--- src/hdl/cpuPkg.sv ---
//~~~~~~~~~~~~~~~~~~~~~~~~~~~~~~~~~~~~~~~
// cpuPkg
// widths, MIPS opcode and function codes,
// ALU and forwarding enums, stage payloads
//~~~~~~~~~~~~~~~~~~~~~~~~~~~~~~~~~~~~~~~
package cpuPkg;

    localparam int dataW    = 32;
    localparam int regAddrW = 5;

    // major opcodes
    localparam logic [5:0] opRtype = 6'h00;
    localparam logic [5:0] opBeq   = 6'h04;
    localparam logic [5:0] opAddiu = 6'h09;
    localparam logic [5:0] opOri   = 6'h0d;
    localparam logic [5:0] opLui   = 6'h0f;
    localparam logic [5:0] opLw    = 6'h23;
    localparam logic [5:0] opSw    = 6'h2b;

    // R-type function field
    localparam logic [5:0] fnAddu = 6'h21;
    localparam logic [5:0] fnSubu = 6'h23;
    localparam logic [5:0] fnAnd  = 6'h24;
    localparam logic [5:0] fnOr   = 6'h25;
    localparam logic [5:0] fnSlt  = 6'h2a;

    typedef enum logic [2:0] {aluAdd, aluSub, aluAnd, aluOr, aluSlt, aluLui} aluOpT;

    typedef enum logic [1:0] {fwdReg, fwdMem, fwdWb} fwdSelT;

    typedef struct packed {
        logic [dataW-1:0] instr;
        logic [dataW-1:0] pc;
    } ifIdT;

    typedef struct packed {
        logic [dataW-1:0]    pc;
        logic [dataW-1:0]    rsData;
        logic [dataW-1:0]    rtData;
        logic [dataW-1:0]    imm;
        logic [regAddrW-1:0] rs;
        logic [regAddrW-1:0] rt;
        logic [regAddrW-1:0] dst;
        aluOpT               aluOp;
        logic                useImm;
        logic                memRead;
        logic                memWrite;
        logic                regWrite;
        logic                isBranch;
    } idExT;

    typedef struct packed {
        logic [dataW-1:0]    aluResult;
        logic [dataW-1:0]    storeData;
        logic [regAddrW-1:0] dst;
        logic                memRead;
        logic                memWrite;
        logic                regWrite;
    } exMemT;

    typedef struct packed {
        logic [dataW-1:0]    aluResult;
        logic [dataW-1:0]    loadData;
        logic [regAddrW-1:0] dst;
        logic                memRead;
        logic                regWrite;
    } memWbT;

endpackage

--- src/hdl/hazardIf.sv ---
//~~~~~~~~~~~~~~~~~~~~~~~~~~~~~~~~~~~~~~~
// hazardIf
// stall, flush and forwarding signals
// between hazard unit and the stages
//~~~~~~~~~~~~~~~~~~~~~~~~~~~~~~~~~~~~~~~
`timescale 1ns/100ps

interface hazardIf (
    input logic clk,
    input logic rstN
);
    logic [cpuPkg::regAddrW-1:0] idRs, idRt;      // instruction in decode
    logic [cpuPkg::regAddrW-1:0] exRs, exRt;      // instruction in execute
    logic [cpuPkg::regAddrW-1:0] exDst;
    logic                        exMemRead;
    logic                        branchTaken;
    logic [cpuPkg::regAddrW-1:0] memDst, wbDst;
    logic                        memRegWrite, wbRegWrite;
    logic                        stallFront, flushIdEx, flushIfId;
    cpuPkg::fwdSelT              fwdA, fwdB;

    modport hazard (
        input  clk, rstN, idRs, idRt, exRs, exRt, exDst, exMemRead, branchTaken,
        input  memDst, memRegWrite, wbDst, wbRegWrite,
        output stallFront, flushIdEx, flushIfId, fwdA, fwdB
    );
    modport decode (output idRs, idRt);
    modport execute (output exRs, exRt, exDst, exMemRead, branchTaken, input fwdA, fwdB);
    modport core (
        output memDst, memRegWrite, wbDst, wbRegWrite,
        input  stallFront, flushIdEx, flushIfId, branchTaken
    );
endinterface

--- src/hdl/stageReg.sv ---
//~~~~~~~~~~~~~~~~~~~~~~~~~~~~~~~~~~~~~~~
// stageReg
// pipeline register for any payload type,
// holds on stall, zeroes on clear
//~~~~~~~~~~~~~~~~~~~~~~~~~~~~~~~~~~~~~~~
`timescale 1ns/100ps

module stageReg #(
    parameter type payloadT = logic
) (
    input  logic    clk,
    input  logic    rstN,
    input  logic    stall,
    input  logic    clear,
    input  payloadT d,
    output payloadT q
);

    always_ff @(posedge clk or negedge rstN) begin
        if (!rstN) begin
            q <= '0;
        end else if (clear) begin    // clear wins over stall
            q <= '0;
        end else if (!stall) begin
            q <= d;
        end
    end

    clearGivesBubble: assert property (@(posedge clk) disable iff (!rstN) clear |=> q == '0)
        else $error("stage register not cleared after clear");

endmodule

--- src/hdl/decodeStage.sv ---
//~~~~~~~~~~~~~~~~~~~~~~~~~~~~~~~~~~~~~~~
// decodeStage
// instruction decoder, 32-entry register
// file with write-before-read, immediates
//~~~~~~~~~~~~~~~~~~~~~~~~~~~~~~~~~~~~~~~
`timescale 1ns/100ps

module decodeStage (
    input  logic                        clk,
    input  logic                        rstN,
    input  cpuPkg::ifIdT                ifId,
    input  logic [cpuPkg::regAddrW-1:0] wbAddr,
    input  logic [cpuPkg::dataW-1:0]    wbData,
    input  logic                        wbWe,
    hazardIf.decode                     hz,
    output cpuPkg::idExT                idEx
);
    logic [cpuPkg::dataW-1:0]    regs [32];
    logic [5:0]                  opcode, fn;
    logic [cpuPkg::regAddrW-1:0] rs, rt, rd;
    logic [15:0]                 imm16;
    logic [cpuPkg::dataW-1:0]    rsData, rtData;
    cpuPkg::idExT                ctl;
    logic                        legal;

    assign opcode = ifId.instr[31:26];
    assign rs     = ifId.instr[25:21];
    assign rt     = ifId.instr[20:16];
    assign rd     = ifId.instr[15:11];
    assign imm16  = ifId.instr[15:0];
    assign fn     = ifId.instr[5:0];

    assign hz.idRs = rs;
    assign hz.idRt = rt;

    always_ff @(posedge clk) begin
        if (wbWe && wbAddr != '0) regs[wbAddr] <= wbData;
    end

    // writeback result bypasses the array in the same cycle
    assign rsData = (rs == '0) ? '0 : (wbWe && wbAddr == rs) ? wbData : regs[rs];
    assign rtData = (rt == '0) ? '0 : (wbWe && wbAddr == rt) ? wbData : regs[rt];

    always_comb begin
        ctl        = '0;
        ctl.pc     = ifId.pc;
        ctl.rsData = rsData;
        ctl.rtData = rtData;
        ctl.rs     = rs;
        ctl.rt     = rt;
        ctl.imm    = {{16{imm16[15]}}, imm16};    // sign extended by default
        legal      = 1'b1;
        case (opcode)
            cpuPkg::opRtype: begin
                ctl.dst      = rd;
                ctl.regWrite = 1'b1;
                case (fn)
                    cpuPkg::fnAddu: ctl.aluOp = cpuPkg::aluAdd;
                    cpuPkg::fnSubu: ctl.aluOp = cpuPkg::aluSub;
                    cpuPkg::fnAnd:  ctl.aluOp = cpuPkg::aluAnd;
                    cpuPkg::fnOr:   ctl.aluOp = cpuPkg::aluOr;
                    cpuPkg::fnSlt:  ctl.aluOp = cpuPkg::aluSlt;
                    default:        legal     = 1'b0;
                endcase
            end
            cpuPkg::opAddiu: begin
                ctl.dst      = rt;
                ctl.useImm   = 1'b1;
                ctl.regWrite = 1'b1;
            end
            cpuPkg::opOri: begin
                ctl.imm      = {16'h0, imm16};
                ctl.aluOp    = cpuPkg::aluOr;
                ctl.dst      = rt;
                ctl.useImm   = 1'b1;
                ctl.regWrite = 1'b1;
            end
            cpuPkg::opLui: begin
                ctl.imm      = {16'h0, imm16};
                ctl.aluOp    = cpuPkg::aluLui;
                ctl.dst      = rt;
                ctl.useImm   = 1'b1;
                ctl.regWrite = 1'b1;
            end
            cpuPkg::opLw: begin
                ctl.dst      = rt;
                ctl.useImm   = 1'b1;
                ctl.memRead  = 1'b1;
                ctl.regWrite = 1'b1;
            end
            cpuPkg::opSw: begin
                ctl.useImm   = 1'b1;
                ctl.memWrite = 1'b1;
            end
            cpuPkg::opBeq:   ctl.isBranch = 1'b1;    // compare done in execute
            default:         legal        = 1'b0;
        endcase
        idEx = legal ? ctl : '0;
    end

    // a write aimed at r0 must not leak through the bypass
    zeroRegStaysZero: assert property (@(posedge clk) disable iff (!rstN)
        (wbWe && wbAddr == '0) |-> ((rs != '0 || rsData == '0) && (rt != '0 || rtData == '0)))
        else $error("register 0 read as nonzero");

endmodule

--- src/hdl/executeStage.sv ---
//~~~~~~~~~~~~~~~~~~~~~~~~~~~~~~~~~~~~~~~
// executeStage
// operand forwarding, ALU, beq compare
// and branch target
//~~~~~~~~~~~~~~~~~~~~~~~~~~~~~~~~~~~~~~~
`timescale 1ns/100ps

module executeStage (
    input  cpuPkg::idExT             idEx,
    input  logic [cpuPkg::dataW-1:0] exMemFwd,
    input  logic [cpuPkg::dataW-1:0] wbFwd,
    hazardIf.execute                 hz,
    output cpuPkg::exMemT            exMem,
    output logic [cpuPkg::dataW-1:0] branchTarget
);
    logic [cpuPkg::dataW-1:0] opA, opB, aluB, aluResult;

    assign hz.exRs      = idEx.rs;
    assign hz.exRt      = idEx.rt;
    assign hz.exDst     = idEx.dst;
    assign hz.exMemRead = idEx.memRead;

    always_comb begin
        case (hz.fwdA)
            cpuPkg::fwdMem: opA = exMemFwd;
            cpuPkg::fwdWb:  opA = wbFwd;
            default:        opA = idEx.rsData;
        endcase
        case (hz.fwdB)
            cpuPkg::fwdMem: opB = exMemFwd;
            cpuPkg::fwdWb:  opB = wbFwd;
            default:        opB = idEx.rtData;
        endcase
    end

    assign aluB = idEx.useImm ? idEx.imm : opB;

    always_comb begin
        case (idEx.aluOp)
            cpuPkg::aluSub: aluResult = opA - aluB;
            cpuPkg::aluAnd: aluResult = opA & aluB;
            cpuPkg::aluOr:  aluResult = opA | aluB;
            cpuPkg::aluSlt: aluResult = {{(cpuPkg::dataW-1){1'b0}}, $signed(opA) < $signed(aluB)};
            cpuPkg::aluLui: aluResult = {aluB[15:0], 16'h0};
            default:        aluResult = opA + aluB;
        endcase
    end

    // beq compares the forwarded values, not the stale register reads
    assign hz.branchTaken = idEx.isBranch && (opA == opB);
    assign branchTarget   = idEx.pc + cpuPkg::dataW'(4) + {idEx.imm[cpuPkg::dataW-3:0], 2'b00};

    always_comb begin
        exMem.aluResult = aluResult;
        exMem.storeData = opB;    // sw data is rt
        exMem.dst       = idEx.dst;
        exMem.memRead   = idEx.memRead;
        exMem.memWrite  = idEx.memWrite;
        exMem.regWrite  = idEx.regWrite;
    end

endmodule

--- src/hdl/hazardUnit.sv ---
//~~~~~~~~~~~~~~~~~~~~~~~~~~~~~~~~~~~~~~~
// hazardUnit
// load-use stall, branch flush and
// forwarding selection
//~~~~~~~~~~~~~~~~~~~~~~~~~~~~~~~~~~~~~~~
`timescale 1ns/100ps

module hazardUnit (
    hazardIf.hazard hz
);
    logic loadUse;

    // memory stage is younger, so it wins over writeback
    function automatic cpuPkg::fwdSelT pickFwd(input logic [cpuPkg::regAddrW-1:0] src);
        if (src != '0 && hz.memRegWrite && hz.memDst == src) begin
            return cpuPkg::fwdMem;
        end
        if (src != '0 && hz.wbRegWrite && hz.wbDst == src) begin
            return cpuPkg::fwdWb;
        end
        return cpuPkg::fwdReg;
    endfunction

    assign loadUse = hz.exMemRead && hz.exDst != '0
                     && (hz.exDst == hz.idRs || hz.exDst == hz.idRt);

    assign hz.stallFront = loadUse;                  // hold pc and IF/ID
    assign hz.flushIdEx  = loadUse || hz.branchTaken;
    assign hz.flushIfId  = hz.branchTaken;

    assign hz.fwdA = pickFwd(hz.exRs);
    assign hz.fwdB = pickFwd(hz.exRt);

    noFwdFromZero: assert property (@(posedge hz.clk) disable iff (!hz.rstN)
        (hz.fwdA != cpuPkg::fwdReg)
            |-> (((hz.fwdA == cpuPkg::fwdMem) ? hz.memDst : hz.wbDst) != '0))
        else $error("operand A forwarded from register 0");

endmodule

--- src/hdl/cpuCore.sv ---
//~~~~~~~~~~~~~~~~~~~~~~~~~~~~~~~~~~~~~~~
// cpuCore
// five-stage MIPS subset pipeline:
// pc, stage registers, memory ports,
// writeback select
//~~~~~~~~~~~~~~~~~~~~~~~~~~~~~~~~~~~~~~~
`timescale 1ns/100ps

module cpuCore (
    input  logic                     clk,
    input  logic                     rstN,
    output logic [cpuPkg::dataW-1:0] instrAddr,
    input  logic [cpuPkg::dataW-1:0] instrData,
    output logic [cpuPkg::dataW-1:0] dataAddr,
    output logic [cpuPkg::dataW-1:0] dataWrData,
    output logic                     dataWe,
    output logic                     dataRe,
    input  logic [cpuPkg::dataW-1:0] dataRdData
);
    logic [cpuPkg::dataW-1:0] pc, branchTarget, wbData;
    cpuPkg::ifIdT             ifIdD, ifIdQ;
    cpuPkg::idExT             idExD, idExQ;
    cpuPkg::exMemT            exMemD, exMemQ;
    cpuPkg::memWbT            memWbD, memWbQ;

    hazardIf hz (.clk(clk), .rstN(rstN));

    always_ff @(posedge clk or negedge rstN) begin
        if (!rstN) begin
            pc <= '0;
        end else if (hz.branchTaken) begin    // branch beats load-use stall
            pc <= branchTarget;
        end else if (!hz.stallFront) begin
            pc <= pc + cpuPkg::dataW'(4);
        end
    end

    assign instrAddr = pc;
    assign ifIdD     = '{instr: instrData, pc: pc};

    stageReg #(.payloadT(cpuPkg::ifIdT)) ifIdReg_i (
        .clk(clk), .rstN(rstN), .stall(hz.stallFront), .clear(hz.flushIfId),
        .d(ifIdD), .q(ifIdQ)
    );

    decodeStage decodeStage_i (
        .clk(clk), .rstN(rstN), .ifId(ifIdQ),
        .wbAddr(memWbQ.dst), .wbData(wbData), .wbWe(memWbQ.regWrite),
        .hz(hz.decode), .idEx(idExD)
    );

    stageReg #(.payloadT(cpuPkg::idExT)) idExReg_i (
        .clk(clk), .rstN(rstN), .stall(1'b0), .clear(hz.flushIdEx),
        .d(idExD), .q(idExQ)
    );

    executeStage executeStage_i (
        .idEx(idExQ), .exMemFwd(exMemQ.aluResult), .wbFwd(wbData),
        .hz(hz.execute), .exMem(exMemD), .branchTarget(branchTarget)
    );

    stageReg #(.payloadT(cpuPkg::exMemT)) exMemReg_i (
        .clk(clk), .rstN(rstN), .stall(1'b0), .clear(1'b0),
        .d(exMemD), .q(exMemQ)
    );

    // memory stage talks straight to the data port
    assign dataAddr   = exMemQ.aluResult;
    assign dataWrData = exMemQ.storeData;
    assign dataWe     = exMemQ.memWrite;
    assign dataRe     = exMemQ.memRead;

    assign memWbD = '{aluResult: exMemQ.aluResult, loadData: dataRdData, dst: exMemQ.dst,
                      memRead: exMemQ.memRead, regWrite: exMemQ.regWrite};

    stageReg #(.payloadT(cpuPkg::memWbT)) memWbReg_i (
        .clk(clk), .rstN(rstN), .stall(1'b0), .clear(1'b0),
        .d(memWbD), .q(memWbQ)
    );

    assign wbData = memWbQ.memRead ? memWbQ.loadData : memWbQ.aluResult;

    assign hz.memDst      = exMemQ.dst;
    assign hz.memRegWrite = exMemQ.regWrite;
    assign hz.wbDst       = memWbQ.dst;
    assign hz.wbRegWrite  = memWbQ.regWrite;

    hazardUnit hazardUnit_i (.hz(hz.hazard));

endmodule

--- config.mk ---
export PLATFORM = sky130hd
export DESIGN_NAME = cpuCore
export DESIGN_NICKNAME = d
export VERILOG_FILES = /design/src/hdl/cpuPkg.sv /design/src/hdl/hazardIf.sv /design/src/hdl/stageReg.sv /design/src/hdl/decodeStage.sv /design/src/hdl/executeStage.sv /design/src/hdl/hazardUnit.sv /design/src/hdl/cpuCore.sv
export SDC_FILE = /design/constraint.sdc
export NUM_CORES = 2
export LEC_CHECK = 0
export BUFFER_PORTS_ARGS = -buffer_cell sky130_fd_sc_hd__buf_4
export CORE_AREA = 2 2 462 280
export CTS_CLUSTER_DIAMETER = 100
export CTS_CLUSTER_SIZE = 28
export DETAILED_ROUTE_END_ITERATION = 10
export DIE_AREA = 0 0 464 282
export PLACE_DENSITY = 0.78
export SETUP_SLACK_MARGIN = 0.2
export SLEW_MARGIN = 10
export SYNTH_ARGS = -nofsm -noshare
export SYNTH_HDL_FRONTEND = slang
export SYNTH_HIERARCHICAL = 1
export SYNTH_SLANG_ARGS = --single-unit
--- constraint.sdc ---
create_clock -name clk -period 9.51 [get_ports clk]
set_clock_uncertainty 0.2 [all_clocks]
set_input_delay 0.4755 -clock clk [delete_from_list [all_inputs] [get_ports clk]]
set_output_delay 0.4755 -clock clk [all_outputs]
set_load 0.02 [all_outputs]
==> results_dict.tcl <==
set metrics [dict create \
    status "finished, violations left" \
    violations "design-rule violations" \
    end_kind "register" \
    ys_top_cells_by_count "1,024 x edfxtp_1, 660 x nor2_1, 577 x mux2i_1" \
    start_kind "register" \
    ys_ff_latch 1414 \
    start_util 0.598 \
    synth.area.mux_share 0.212 \
    synth_compound_area_frac 0.0896 \
    cts_buffers 56 \
    rsz0062_at_grt "false" \
    synth_edf_count 1024 \
    synthToLayoutAreaGrowth_pct 5.58 \
    fp.coreArea_sq_um 126000 \
    num_rows 101 \
    nets 5830 \
    dr.pass1.iters 11 \
    track_usage 0.392 \
    pre_cts_ws_ns 2.45 \
    synthDistinctLibCells 109 \
    synth-simple-area-share 0.0762 \
    viasPerCell 7.28 \
    yosysTopAreaCell "edfxtp_1" \
    period_minus_slack_ns 7.37 \
    max_stage_delay_ns 0.98 \
    htreeDepth 2 \
    synthCells 5599 \
    portBuffers 163 \
    slew_viol_final 0 \
    cp_slowest_cell "o21ai_0" \
    synth_flop_cell "edfxtp_1" \
    peakVddDrop_mv 0.157 \
    finalCritPeriodShare 0.775 \
    slew_headroom 0.158 \
    dieWidth_um 464 \
    drc_errors 2 \
    setup_viol_count_final 0 \
    drive_gt1_frac 0.171 \
    gp_congestion 1.03 \
    powerDensity_nw_per_um2 144 \
    routedWlPerCell_um 35.6 \
    yosys.area.top_type_share 0.407 \
    fin_util 0.632 \
    synth_xor_area_frac 0.0132 \
    fmax_mhz 136 \
    crit_fanout 32 \
    hpwl_um 172000 \
    seq_area_frac_synth 0.536 \
    hold_ws_ns 0.134 \
    syn_avg_cell_area_sq_um 13.5 \
    synthAdderAreaFrac 0.0270 \
    hold_class "primary input to asynchronous set/reset pin" \
    overflow 0 \
    tritoncts "yes" \
    final_area_sq_um 79700 \
    die_area_sq_um 131000 \
    criticalPathCategory "register to register" \
    tns_ns 0 \
    grt_pass1_wl_um 367000 \
    final-hold-violation-count 0 \
    fin_ws_ns 2.14 \
    power.leakage_nw 29.6 \
    wl_um 260000 \
    num-fill-cells 9272 \
    die_h_um 282 \
    antenna_found_initial 9 \
    cts_root_buf "clkbuf_16" \
    path_cells "or4_4 -> nor2_4 -> nor4_2 -> nor4_2 -> ha_2 -> a22oi_1 -> nor2_1 -> a21oi_1 -> o21ai_0 -> ha_1 -> inv_1 -> fa_1 -> nor2b_2 -> o2111ai_1 -> a31oi_1 -> o21ai_1 -> o31a_1 -> o21a_1 -> o21ai_0 -> or3b_1 -> nand3_1 -> mux2i_1 -> nor2_1" \
    synth.most_common_cell "edfxtp_1" \
    critical_path_arrival_ns 7.84 \
    place_area_sq_um 77600 \
    via_count 53300 \
    cts_setup_buffers 0 \
    rr_startpoint "idExReg_i/q[14]" \
    antenna_left 0 \
    worst_pin_slew_ns 1.26 \
    crit_start "idExReg_i/q[14]" \
    synth.area.top_cells "edfxtp_1 41%, dfrtp_1 13%, mux4_2 12%, mux2i_1 7.6%, nor2_1 3.3%" \
    ys_async_sr_fraction 0.276 \
    grt_pass1_vias 50300 \
    synth_top_family_by_area "multiplexers" \
    drt_iter0_drc 9777 \
    ioPinCount 164 \
    synthesis.area_sq_um 75500 \
    grt_max_degree 155 \
    drv_cap 0 \
    cts_buffer_depth 3 \
    cts.clk_slew.worst_paths_ns 0.12 \
    critPathRequiredTime_ns 9.98 \
    clkLatencyLatePin_ns 0.73 \
    yosys_warnings 6 \
    clkSinkCount 1414 \
]
[placed cells by master (no fill, tap or decap), types with 22 or more instances in the layout]
cell type      synthesis  final
xor2_1                49     49
mux2_2                82     82
a211oi_1              54     54
and3_1                26     24
xnor2_1               65     65
a31oi_1               25     25
conb_1                 2     37
nor2_4                 2     34
nand4_1               29     29
o211ai_1              26     26
mux4_2               408    408
buf_4                 87    283
nand2b_1              28     26
nor2b_1               31     30
ha_1                 158    156
nand3_1               51     51
and2_1                77     77
edfxtp_1            1024   1024
o22ai_1               87     87
dfrtp_1              390    380
nor2_1               660    627
o21ai_0              126    126
o221ai_1              33     33
nor3_1                61     60
clkbuf_16              0     57
a221oi_1              24     24
a22oi_1              147    147
nand2_1              209    208
inv_1                147    146
mux2i_1              577    577
o31ai_1               22     22
dlygate4sd3_1          0     65
a21oi_1              198    197
[cells by family (layout without fill, tap and decap cells)]
logic type                 after synthesis  after routing
DFF                                   1414           1414
and+or+nand+nor                       1265           1265
other                                    2             38
adders and majority gates              161            161
muxes                                 1073           1073
buffers and inverters                  595            581
xor gates and xnor gates               114            114
AOI/OAI and AO/OA                      975            975
[routing by layer]
layer,share of wire,vias up,track usage
li1,-,21400,-
met1,0.39,26900,0.578
met2,0.40,4412,0.520
met3,0.18,552,0.178
met4,0.035,12,0.112
met5,0.00075,-,0.00685
[power breakdown]
group | internal [W] | switching [W]
sequential | 0.00668 | 0.000174
combinational | 0.000608 | 0.00100
clock | 0.00111 | 0.00190
[flip-flops by register name, summed over array words and instances, names as in the netlist]
name                cells
ifIdReg_i/q            64
exMemReg_i/q           72
idExReg_i/q           151
memWbReg_i/q           71
instrAddr              32
decodeStage_i/regs   1024
[repair_timing]
item,in CTS,in global routing
resized for setup,0,0
endpoints found under the hold margin,166,0
hold buffers,65,0
[worst max-delay path: cells and delay by family (launching register included)]
kind	cells	cell delay (ns)
mux	1	0.07
flops	1	0.46
compound gates	9	2.80
buf+inv	1	0.08
fa+ha+maj	3	1.62
simple gates	9	2.06
[path summary, 6_finish.rpt]
| check | end | slack [ns] | cells after the start |
|---|---|---|---|
| max in group asynchronous | exMemReg_i/q[49] | 6.52 | 4 |
| min reg2reg | instrAddr[0] | 0.31 | 1 |
| min | instrAddr[27] | 0.13 | 2 |
| max reg2reg | exMemReg_i/q[66] | 2.14 | 23 |
| min in group clk | instrAddr[0] | 0.31 | 1 |
| max | exMemReg_i/q[66] | 2.14 | 23 |
[area by class of cell]
type / count / area (sq um) / share of cell area
Clock inverter: 3 / 37.5 / 0.000471
Timing Repair Buffer: 355 / 2910 / 0.0365
Tap cell: 1699 / 2130 / 0.0267
Sequential cell: 1414 / 40500 / 0.508
Multi-Input combinational cell: 3625 / 32100 / 0.402
Inverter: 151 / 567 / 0.00711
Antenna cell: 1 / 2.50 / 0.0000314
Clock buffer: 72 / 1480 / 0.0186
[stage by stage]
stage	instances	total power, W
final	7320	0.0115
after global routing	7319	0.0118
after CTS	7319	0.0114
after detailed placement	7179	0.00848
after global placement	7179	0.00846
after floorplan	5634	0.00794
No activity file was read; power rests on OpenSTA's default activity.
